==> src/source/sd_vip_defines.svh <==
////////////////////
// Constants for the SD card command-path model
// Include wherever frame sizes, delays or card identity are needed
////////////////////

`ifndef SD_VIP_DEFINES_SVH
`define SD_VIP_DEFINES_SVH

// Command and response frame length in bits
`define SD_FRAME_BITS       48

// Power-up busy time seen by ACMD41, in clock cycles
`define SD_POWERUP_DELAY    700

// Response delays, in clock cycles
`define SD_DELAY_LONG       20
`define SD_DELAY_SHORT      2

// Card capabilities reported by CMD8 and ACMD41
`define SD_VHS              4'h1
`define SD_PCIE_1V2         1'b0
`define SD_PCIE_AVAIL       1'b0
`define SD_VDD_WINDOW       24'hff8000

// Card identity
`define SD_CARD_RCA         16'h1234
`define SD_CARD_CID         32'h5344_4331

`endif

==> src/source/sd_vip_pkg.sv <==
////////////////////
// Types and the CRC7 step shared by the SD card model stages
////////////////////

package sd_vip_pkg;

    // Identification-mode card states
    typedef enum logic [2:0] {
        STATE_IDLE,
        STATE_READY,
        STATE_IDENT,
        STATE_STBY,
        STATE_INA
    } sd_state_e;

    // Command indices understood by the card
    typedef enum logic [5:0] {
        CMD_GO_IDLE         = 6'd0,
        CMD_ALL_SEND_CID    = 6'd2,
        CMD_SEND_RCA        = 6'd3,
        CMD_SEND_IF_COND    = 6'd8,
        CMD_VOLTAGE_SWITCH  = 6'd11,
        CMD_SD_SEND_OP_COND = 6'd41,
        CMD_APP_CMD         = 6'd55
    } sd_cmd_e;

    // One serial step of CRC7, polynomial x^7 + x^3 + 1
    function automatic logic [6:0] sd_crc7_step(
        input logic [6:0] crc,
        input logic       din
    );
        logic fb;
        fb = din ^ crc[6];
        // Feedback lands on taps 3 and 0
        sd_crc7_step = {crc[5:0], 1'b0} ^ {3'b000, fb, 2'b00, fb};
    endfunction

endpackage

==> src/source/sd_card_ctrl.sv <==
////////////////////
// Card state machine, decodes commands and releases delayed responses
////////////////////

`include "sd_vip_defines.svh"

module sd_card_ctrl
    import sd_vip_pkg::*;
(
    input  logic        i_clk,
    input  logic        i_nrst,
    input  logic        i_cmd_valid,
    input  logic [5:0]  i_cmd_index,
    input  logic [31:0] i_cmd_arg,
    input  logic        i_tx_busy,
    output logic        o_resp_valid,
    output logic [5:0]  o_resp_index,
    output logic [31:0] o_resp_data
);

    localparam int PWR_W = $clog2(`SD_POWERUP_DELAY + 1);
    localparam int DLY_W = $clog2(`SD_DELAY_LONG + 1);

    sd_state_e        state;
    sd_state_e        state_nxt;
    sd_cmd_e          cmd;
    logic [PWR_W-1:0] powerup_cnt;
    logic             powerup_done;
    logic [DLY_W-1:0] delay_cnt;
    logic [DLY_W-1:0] delay_nxt;
    logic             pending;
    logic             has_resp;
    logic [31:0]      resp_word;
    logic [23:0]      ocr_window;

    assign cmd        = sd_cmd_e'(i_cmd_index);
    assign ocr_window = i_cmd_arg[23:0] & `SD_VDD_WINDOW;

    // Response word, delay and next state for the incoming command
    always_comb begin
        state_nxt = state;
        has_resp  = 1'b1;
        resp_word = '1;
        delay_nxt = DLY_W'(`SD_DELAY_SHORT);
        case (state)
            STATE_IDLE: begin
                case (cmd)
                    CMD_GO_IDLE: begin
                        resp_word = '0;
                        delay_nxt = DLY_W'(`SD_DELAY_LONG);
                    end
                    CMD_SEND_IF_COND: begin
                        resp_word        = '0;
                        resp_word[13]    = i_cmd_arg[13] & `SD_PCIE_1V2;
                        resp_word[12]    = i_cmd_arg[12] & `SD_PCIE_AVAIL;
                        resp_word[11:8]  = i_cmd_arg[11:8] & `SD_VHS;
                        resp_word[7:0]   = i_cmd_arg[7:0];
                        delay_nxt        = DLY_W'(`SD_DELAY_LONG);
                    end
                    CMD_APP_CMD: begin
                        resp_word = '0;
                    end
                    CMD_SD_SEND_OP_COND: begin
                        // Bit 31 reads 1 once the card has finished powering up
                        resp_word        = '0;
                        resp_word[31]    = powerup_done;
                        resp_word[23:0]  = ocr_window;
                        delay_nxt        = DLY_W'(`SD_DELAY_LONG);
                        if (ocr_window == 24'h0) begin
                            state_nxt = STATE_INA;
                        end else if (powerup_done) begin
                            state_nxt = STATE_READY;
                        end
                    end
                    default: ;
                endcase
            end
            STATE_READY: begin
                case (cmd)
                    CMD_GO_IDLE: begin
                        resp_word = '0;
                        state_nxt = STATE_IDLE;
                    end
                    CMD_ALL_SEND_CID: begin
                        resp_word = `SD_CARD_CID;
                        state_nxt = STATE_IDENT;
                    end
                    CMD_VOLTAGE_SWITCH: begin
                        resp_word = '0;
                    end
                    default: ;
                endcase
            end
            STATE_IDENT: begin
                case (cmd)
                    CMD_GO_IDLE: begin
                        resp_word = '0;
                        state_nxt = STATE_IDLE;
                    end
                    CMD_SEND_RCA: begin
                        resp_word = {`SD_CARD_RCA, 16'h0000};
                        state_nxt = STATE_STBY;
                    end
                    default: ;
                endcase
            end
            STATE_STBY: begin
                if (cmd == CMD_GO_IDLE) begin
                    resp_word = '0;
                    state_nxt = STATE_IDLE;
                end
            end
            // Inactive card never answers
            default: has_resp = 1'b0;
        endcase
    end

    always_ff @(posedge i_clk or negedge i_nrst) begin
        if (!i_nrst) begin
            state        <= STATE_IDLE;
            powerup_cnt  <= '0;
            powerup_done <= 1'b0;
            delay_cnt    <= '0;
            pending      <= 1'b0;
            o_resp_valid <= 1'b0;
        end else begin
            o_resp_valid <= 1'b0;
            if (!powerup_done) begin
                if (powerup_cnt == PWR_W'(`SD_POWERUP_DELAY)) begin
                    powerup_done <= 1'b1;
                end else begin
                    powerup_cnt <= powerup_cnt + 1'b1;
                end
            end
            if (pending) begin
                if (delay_cnt == '0) begin
                    pending      <= 1'b0;
                    o_resp_valid <= 1'b1;
                end else begin
                    delay_cnt <= delay_cnt - 1'b1;
                end
            end else if (i_cmd_valid) begin
                state <= state_nxt;
                if (has_resp) begin
                    pending   <= 1'b1;
                    delay_cnt <= delay_nxt;
                end
            end
        end
    end

    // Stored response, held until the transmitter takes it
    always_ff @(posedge i_clk) begin
        if (i_cmd_valid && !pending && has_resp) begin
            o_resp_index <= i_cmd_index;
            o_resp_data  <= resp_word;
        end
    end

    a_no_cmd_when_pending: assert property (
        @(posedge i_clk) disable iff (!i_nrst)
        i_cmd_valid |-> !pending
    ) else $error("Command dropped, previous response still pending");

    a_tx_free_on_resp: assert property (
        @(posedge i_clk) disable iff (!i_nrst)
        o_resp_valid |-> !i_tx_busy
    ) else $error("Response issued while transmitter busy");

endmodule

==> src/source/sd_card_vip.sv <==
////////////////////
// SD card command-path model, receiver to controller to transmitter
////////////////////

module sd_card_vip (
    input  logic i_clk,
    input  logic i_nrst,
    input  logic i_cmd,
    output logic o_cmd,
    output logic o_cmd_oe
);

    logic        cmd_valid;
    logic [5:0]  cmd_index;
    logic [31:0] cmd_arg;
    logic        resp_valid;
    logic [5:0]  resp_index;
    logic [31:0] resp_data;
    logic        tx_busy;

    sd_cmd_rx u_cmd_rx (
        .i_clk       (i_clk),
        .i_nrst      (i_nrst),
        .i_cmd       (i_cmd),
        .o_cmd_valid (cmd_valid),
        .o_cmd_index (cmd_index),
        .o_cmd_arg   (cmd_arg)
    );

    sd_card_ctrl u_card_ctrl (
        .i_clk        (i_clk),
        .i_nrst       (i_nrst),
        .i_cmd_valid  (cmd_valid),
        .i_cmd_index  (cmd_index),
        .i_cmd_arg    (cmd_arg),
        .i_tx_busy    (tx_busy),
        .o_resp_valid (resp_valid),
        .o_resp_index (resp_index),
        .o_resp_data  (resp_data)
    );

    // Busy feeds back to the controller for its overlap check
    sd_resp_tx u_resp_tx (
        .i_clk        (i_clk),
        .i_nrst       (i_nrst),
        .i_resp_valid (resp_valid),
        .i_resp_index (resp_index),
        .i_resp_data  (resp_data),
        .o_busy       (tx_busy),
        .o_cmd        (o_cmd),
        .o_cmd_oe     (o_cmd_oe)
    );

endmodule

==> src/source/sd_cmd_rx.sv <==
////////////////////
// CMD line receiver, turns host frames into index/argument strobes
////////////////////

`include "sd_vip_defines.svh"

module sd_cmd_rx
    import sd_vip_pkg::*;
(
    input  logic        i_clk,
    input  logic        i_nrst,
    input  logic        i_cmd,
    output logic        o_cmd_valid,
    output logic [5:0]  o_cmd_index,
    output logic [31:0] o_cmd_arg
);

    localparam int CNT_W     = $clog2(`SD_FRAME_BITS);
    localparam int CRC_BITS  = `SD_FRAME_BITS - 8;
    localparam int LAST_BIT  = `SD_FRAME_BITS - 1;

    logic                      busy;
    logic [CNT_W-1:0]          bit_cnt;
    logic [6:0]                crc;
    logic [`SD_FRAME_BITS-2:0] shreg;
    logic                      frame_ok;
    logic                      last_bit;

    assign last_bit = busy && (bit_cnt == CNT_W'(LAST_BIT));

    // At the end bit, shreg holds start..CRC with the start bit at the top
    assign frame_ok = shreg[`SD_FRAME_BITS-3] && (crc == shreg[6:0]) && i_cmd;

    always_ff @(posedge i_clk or negedge i_nrst) begin
        if (!i_nrst) begin
            busy        <= 1'b0;
            bit_cnt     <= '0;
            crc         <= '0;
            o_cmd_valid <= 1'b0;
        end else begin
            o_cmd_valid <= 1'b0;
            if (!busy) begin
                // Line idles high, a low bit opens a frame
                if (!i_cmd) begin
                    busy    <= 1'b1;
                    bit_cnt <= CNT_W'(1);
                    crc     <= sd_crc7_step(7'h00, i_cmd);
                end
            end else begin
                bit_cnt <= bit_cnt + 1'b1;
                if (bit_cnt < CNT_W'(CRC_BITS)) begin
                    crc <= sd_crc7_step(crc, i_cmd);
                end
                if (last_bit) begin
                    busy        <= 1'b0;
                    o_cmd_valid <= frame_ok;
                end
            end
        end
    end

    // Shift history and decoded fields
    always_ff @(posedge i_clk) begin
        shreg <= {shreg[`SD_FRAME_BITS-3:0], i_cmd};
        if (last_bit) begin
            o_cmd_index <= shreg[44:39];
            o_cmd_arg   <= shreg[38:7];
        end
    end

    a_single_strobe: assert property (
        @(posedge i_clk) disable iff (!i_nrst)
        o_cmd_valid |=> !o_cmd_valid
    ) else $error("o_cmd_valid held for more than one cycle");

endmodule

==> src/source/sd_resp_tx.sv <==
////////////////////
// Response serializer, drives CMD with CRC7 and output enable
////////////////////

`include "sd_vip_defines.svh"

module sd_resp_tx
    import sd_vip_pkg::*;
(
    input  logic        i_clk,
    input  logic        i_nrst,
    input  logic        i_resp_valid,
    input  logic [5:0]  i_resp_index,
    input  logic [31:0] i_resp_data,
    output logic        o_busy,
    output logic        o_cmd,
    output logic        o_cmd_oe
);

    localparam int CNT_W     = $clog2(`SD_FRAME_BITS);
    localparam int CRC_START = `SD_FRAME_BITS - 8;
    localparam int LAST_BIT  = `SD_FRAME_BITS - 1;

    logic [`SD_FRAME_BITS-1:0] shreg;
    logic [CNT_W-1:0]          bit_cnt;
    logic [6:0]                crc;
    logic                      in_crc;
    logic                      load;

    assign load   = i_resp_valid && !o_cmd_oe;
    assign in_crc = (bit_cnt >= CNT_W'(CRC_START)) && (bit_cnt < CNT_W'(LAST_BIT));
    // CRC bits replace the zero placeholders in the shift register
    assign o_cmd  = !o_cmd_oe ? 1'b1 : (in_crc ? crc[6] : shreg[`SD_FRAME_BITS-1]);
    assign o_busy = o_cmd_oe;

    always_ff @(posedge i_clk or negedge i_nrst) begin
        if (!i_nrst) begin
            o_cmd_oe <= 1'b0;
            bit_cnt  <= '0;
            crc      <= '0;
        end else if (!o_cmd_oe) begin
            if (i_resp_valid) begin
                o_cmd_oe <= 1'b1;
                bit_cnt  <= '0;
                crc      <= '0;
            end
        end else begin
            bit_cnt <= bit_cnt + 1'b1;
            if (bit_cnt < CNT_W'(CRC_START)) begin
                crc <= sd_crc7_step(crc, shreg[`SD_FRAME_BITS-1]);
            end else begin
                crc <= {crc[5:0], 1'b0};
            end
            if (bit_cnt == CNT_W'(LAST_BIT)) begin
                o_cmd_oe <= 1'b0;
            end
        end
    end

    // Start 0, direction 0 (card to host), index, data, CRC slot, end 1
    always_ff @(posedge i_clk) begin
        if (load) begin
            shreg <= {1'b0, 1'b0, i_resp_index, i_resp_data, 7'h00, 1'b1};
        end else if (o_cmd_oe) begin
            shreg <= {shreg[`SD_FRAME_BITS-2:0], 1'b0};
        end
    end

endmodule

==> config.mk <==
export PLATFORM = sky130hd
export DESIGN_NAME = sd_card_vip
export DESIGN_NICKNAME = d
export VERILOG_FILES = /design/src/source/sd_vip_pkg.sv /design/src/source/sd_card_ctrl.sv /design/src/source/sd_card_vip.sv /design/src/source/sd_cmd_rx.sv /design/src/source/sd_resp_tx.sv
export VERILOG_INCLUDE_DIRS = /design/src /design/src/source
export SDC_FILE = /design/constraint.sdc
export NUM_CORES = 1
export LEC_CHECK = 0
export BUFFER_PORTS_ARGS = -buffer_cell sky130_fd_sc_hd__buf_2
export CORE_MARGIN = 1
export CORE_UTILIZATION = 47
export CTS_BUF_LIST = sky130_fd_sc_hd__clkbuf_8 sky130_fd_sc_hd__clkbuf_16
export DETAILED_ROUTE_END_ITERATION = 7
export SYNTH_ARGS = -nofsm -noshare
export SYNTH_HDL_FRONTEND = slang
export SYNTH_SLANG_ARGS = --single-unit
==> constraint.sdc <==
create_clock -name i_clk -period 4.04 [get_ports i_clk]
set_input_delay 0.404 -clock i_clk [delete_from_list [all_inputs] [get_ports i_clk]]
set_output_delay 0.404 -clock i_clk [all_outputs]
set_load 0.005 [all_outputs]
==> results.cfg <==
[synthesis]
synth-edff-count = 90
async_reset_ff_frac = 0.255
ys.flop_type = edfxtp_1
synth_commonest_cells = nand2_1 (117), edfxtp_1 (90), o21ai_0 (59)
synth-simple-area-share = 0.149
ys_ff_latch = 196
synth_top_area_cell = edfxtp_1
synth_cells = 605
synth_nets = 615
synthAdderAreaFrac = 0.0118
ys_top_cells_by_area = edfxtp_1 (36%), dfrtp_1 (17%), dfxtp_1 (15%)
synth_top_area_frac = 0.364
ys_warn_count = 0
syn_area_um2 = 7420
synth_most_common_cell = nand2_1
synthMuxAreaShare = 0.00270
synth_cell_type_count = 62
synth-xor-area-share = 0.0307
synth-seq-area-share = 0.684
avgSynthCellArea_um2 = 12.3
synth-compound-area-share = 0.0999
synth_top_family_by_area = simple AND/OR/NAND/NOR gates

[detailed_routing]
drc = 0
ant_nets = 0
drt_wl_total_um = 11800
first_pass_iters = 4
post_drt_wl_per_cell_um = 14.2
initialDrtViolationCount = 200
vias_per_cell = 5.20
vias = 4325

[sta]
finalSetupViolations = 0
hold_viol_final = 0
fin_skew_ps = 7.85
setup_ws_ps = 1760
timing.fmax_ghz = 0.439
worstMarginPinSlew_ps = 1130
period_share = 0.564
slew_violations = 0
slew_headroom = 0.247
rsz0062_at_grt = no
period_needed_ps = 2280
fin_setup_tns_ps = 0

[clock_tree]
cts_sinks = 196
ctsHoldBuffers = 0
clockBufferDepth = 2
clockRootBuffer = clkbuf_16
cts_resized = 0
insertion_delay_ps = 430
post_cts_buffers = 0
cts_tree = built
cts_buffers = 17
cts_max_level = 4
clkSlewWorstSetupHoldPaths_ps = 70

[global_route]
overflow = 0
antenna_found_initial = 0
grt_pass1_wl_um = 20400
grt_usage = 0.163
grt_max_degree = 61
grt_pass1_vias = 4223

[setup_path]
path_class = flip-flop to flip-flop
reg2reg_depth = 4
crit_arrival_ps = 2410
startpoint_type = flip-flop
r2r_slack_ps = 1760
critPathRequiredTime_ps = 4180
crit_path_end_kind = flip-flop
path_cells = nor4_4 -> o21ai_2 -> a221oi_2 -> o21ai_0
crit_path_max_fanout = 12
reg2reg_from = u_cmd_rx.o_cmd_index[3]
cpPeakStageDelay_ps = 690
r2r-end = u_card_ctrl.o_resp_data[6]
crit_slowest_cell = a221oi_2

[hold_path]
hp-class = input pin to flip-flop
hold_end = u_cmd_rx.shreg[0]
whs_path_depth = 1
hp-start = i_cmd

[final_layout]
fillerInstances = 1348
nNetsFinal = 617
n_antenna_cell = 0
final_design_area_no_fill_um2 = 8200
layout-drive-gt1-share = 0.0887
final_util = 0.536
area_growth_pct = 10.6
ff_latch_area_um2 = 5080
multiInputGateArea_um2 = 2190

[power]
p_leak_nw = 3.14
p_per_area_nw_per_um2 = 504
peakVddDrop_v = 0.000303

[floorplanning]
core_area_um2 = 15300
pin_count = 5
die_h_um = 128
die_w_um = 128
start_util = 0.484
die_area_um2 = 16300
rows = 45

[place]
dp_hpwl_um = 7590
post_dp_cell_area_um2 = 7640
gp_congestion = 0.888
portBuffers = 4
pre_cts_slack_ps = 1770

[status]
status = complete, no violations

[run]
maxCapViolCount = 0
layer usage:
layer  routed length [µm]  track usage  up-vias
met5                    0            0        -
met4                  299       0.0907        0
met3                  359       0.0494       26
met2                 5420        0.244       66
met1                 5680        0.213     2082
li1                     -            -     2151
metrics by stage:
step	instances	hold WS, ps	total power [mW]
final	831	172	4.13
after global routing	831	150	4.31
after CTS	831	148	4.18
after detailed placement	799	312	2.56
after global placement	799	313	2.54
after floorplan	605	108	2.49
how the worst max path moves through the flow:
stage | start | endpoint | slack [ps] | cells past startpoint
2_1_floorplan | u_cmd_rx.bit_cnt[0] | u_cmd_rx.o_cmd_arg[0] | 1000 | 3
3_3_place_gp | u_cmd_rx.o_cmd_index[3] | u_card_ctrl.o_resp_data[6] | 1850 | 4
4_1_cts | u_resp_tx.bit_cnt[0] | o_cmd | 1700 | 5
3_5_place_dp | u_cmd_rx.o_cmd_index[3] | u_card_ctrl.o_resp_data[6] | 1770 | 4
6_report | u_cmd_rx.o_cmd_index[3] | u_card_ctrl.o_resp_data[6] | 1760 | 4
5_1_grt | u_cmd_rx.o_cmd_index[3] | u_card_ctrl.o_resp_data[7] | 1580 | 4
layout make-up:
class / count / area share
flip-flops and latches: 196 / 0.619
well taps: 211 / 0.0322
multi-input cells: 370 / 0.267
clock buffers: 17 / 0.0519
clock inverters: 15 / 0.0172
inverters: 13 / 0.00595
repair buffers: 9 / 0.00702
report_power, final:
| group | switching [mW] | internal, mW | leakage [nW] |
|---|---|---|---|
| combinational | 0.129 | 0.118 | 0.833 |
| clock | 0.752 | 0.865 | 0.277 |
| sequential | 0.0929 | 2.18 | 2.03 |
flip-flops by register name, indices dropped and copies added, names as in the netlist:
| signal | count |
|---|---|
| u_resp_tx.shreg | 48 |
| u_cmd_rx.shreg | 46 |
| u_card_ctrl.o_resp_data | 22 |
| u_cmd_rx.o_cmd_arg | 18 |
| u_card_ctrl.powerup_cnt | 10 |
| u_cmd_rx.crc | 7 |
| u_resp_tx.crc | 7 |
| u_card_ctrl.o_resp_index | 6 |
| u_cmd_rx.bit_cnt | 6 |
| u_cmd_rx.o_cmd_index | 6 |
| u_resp_tx.bit_cnt | 6 |
| u_card_ctrl.delay_cnt | 5 |
| u_card_ctrl.state | 3 |
| u_card_ctrl.o_resp_valid | 1 |
| u_card_ctrl.pending | 1 |
| u_card_ctrl.powerup_done | 1 |
| u_cmd_rx.busy | 1 |
| u_cmd_rx.o_cmd_valid | 1 |
| u_resp_tx.o_busy | 1 |
cells in the final DEF, fill, tap and decap left out, types with 6 or more instances in the layout:
cell type    n
nand2b_1    16
nor2b_1      6
nand2_1    117
inv_6        7
nand4_1      6
o21ai_0     59
xor2_1      16
dfxtp_1     56
edfxtp_1    90
nor2_1      20
ha_1         7
a22o_1      13
nand3_1     22
xnor2_1     10
inv_1       13
dfrtp_1     49
clkbuf_16   17
kinds of logic after synthesis:
| family | count (synthesis) |
|---|---|
| and+or+nand+nor | 224 |
| DFF | 196 |
| AOI/OAI and AO/OA | 111 |
| buffers and inverters | 39 |
| xor gates and xnor gates | 26 |
| adders and majority gates | 7 |
| muxes | 2 |
critical path, delay by kind of cell (launching register included):
family | cells | cell delay, ps
AO/OA/AOI/OAI | 3 | 1010
flip-flops | 1 | 520
AND/OR/NAND/NOR | 1 | 460
No activity file was read; power rests on OpenSTA's default activity.
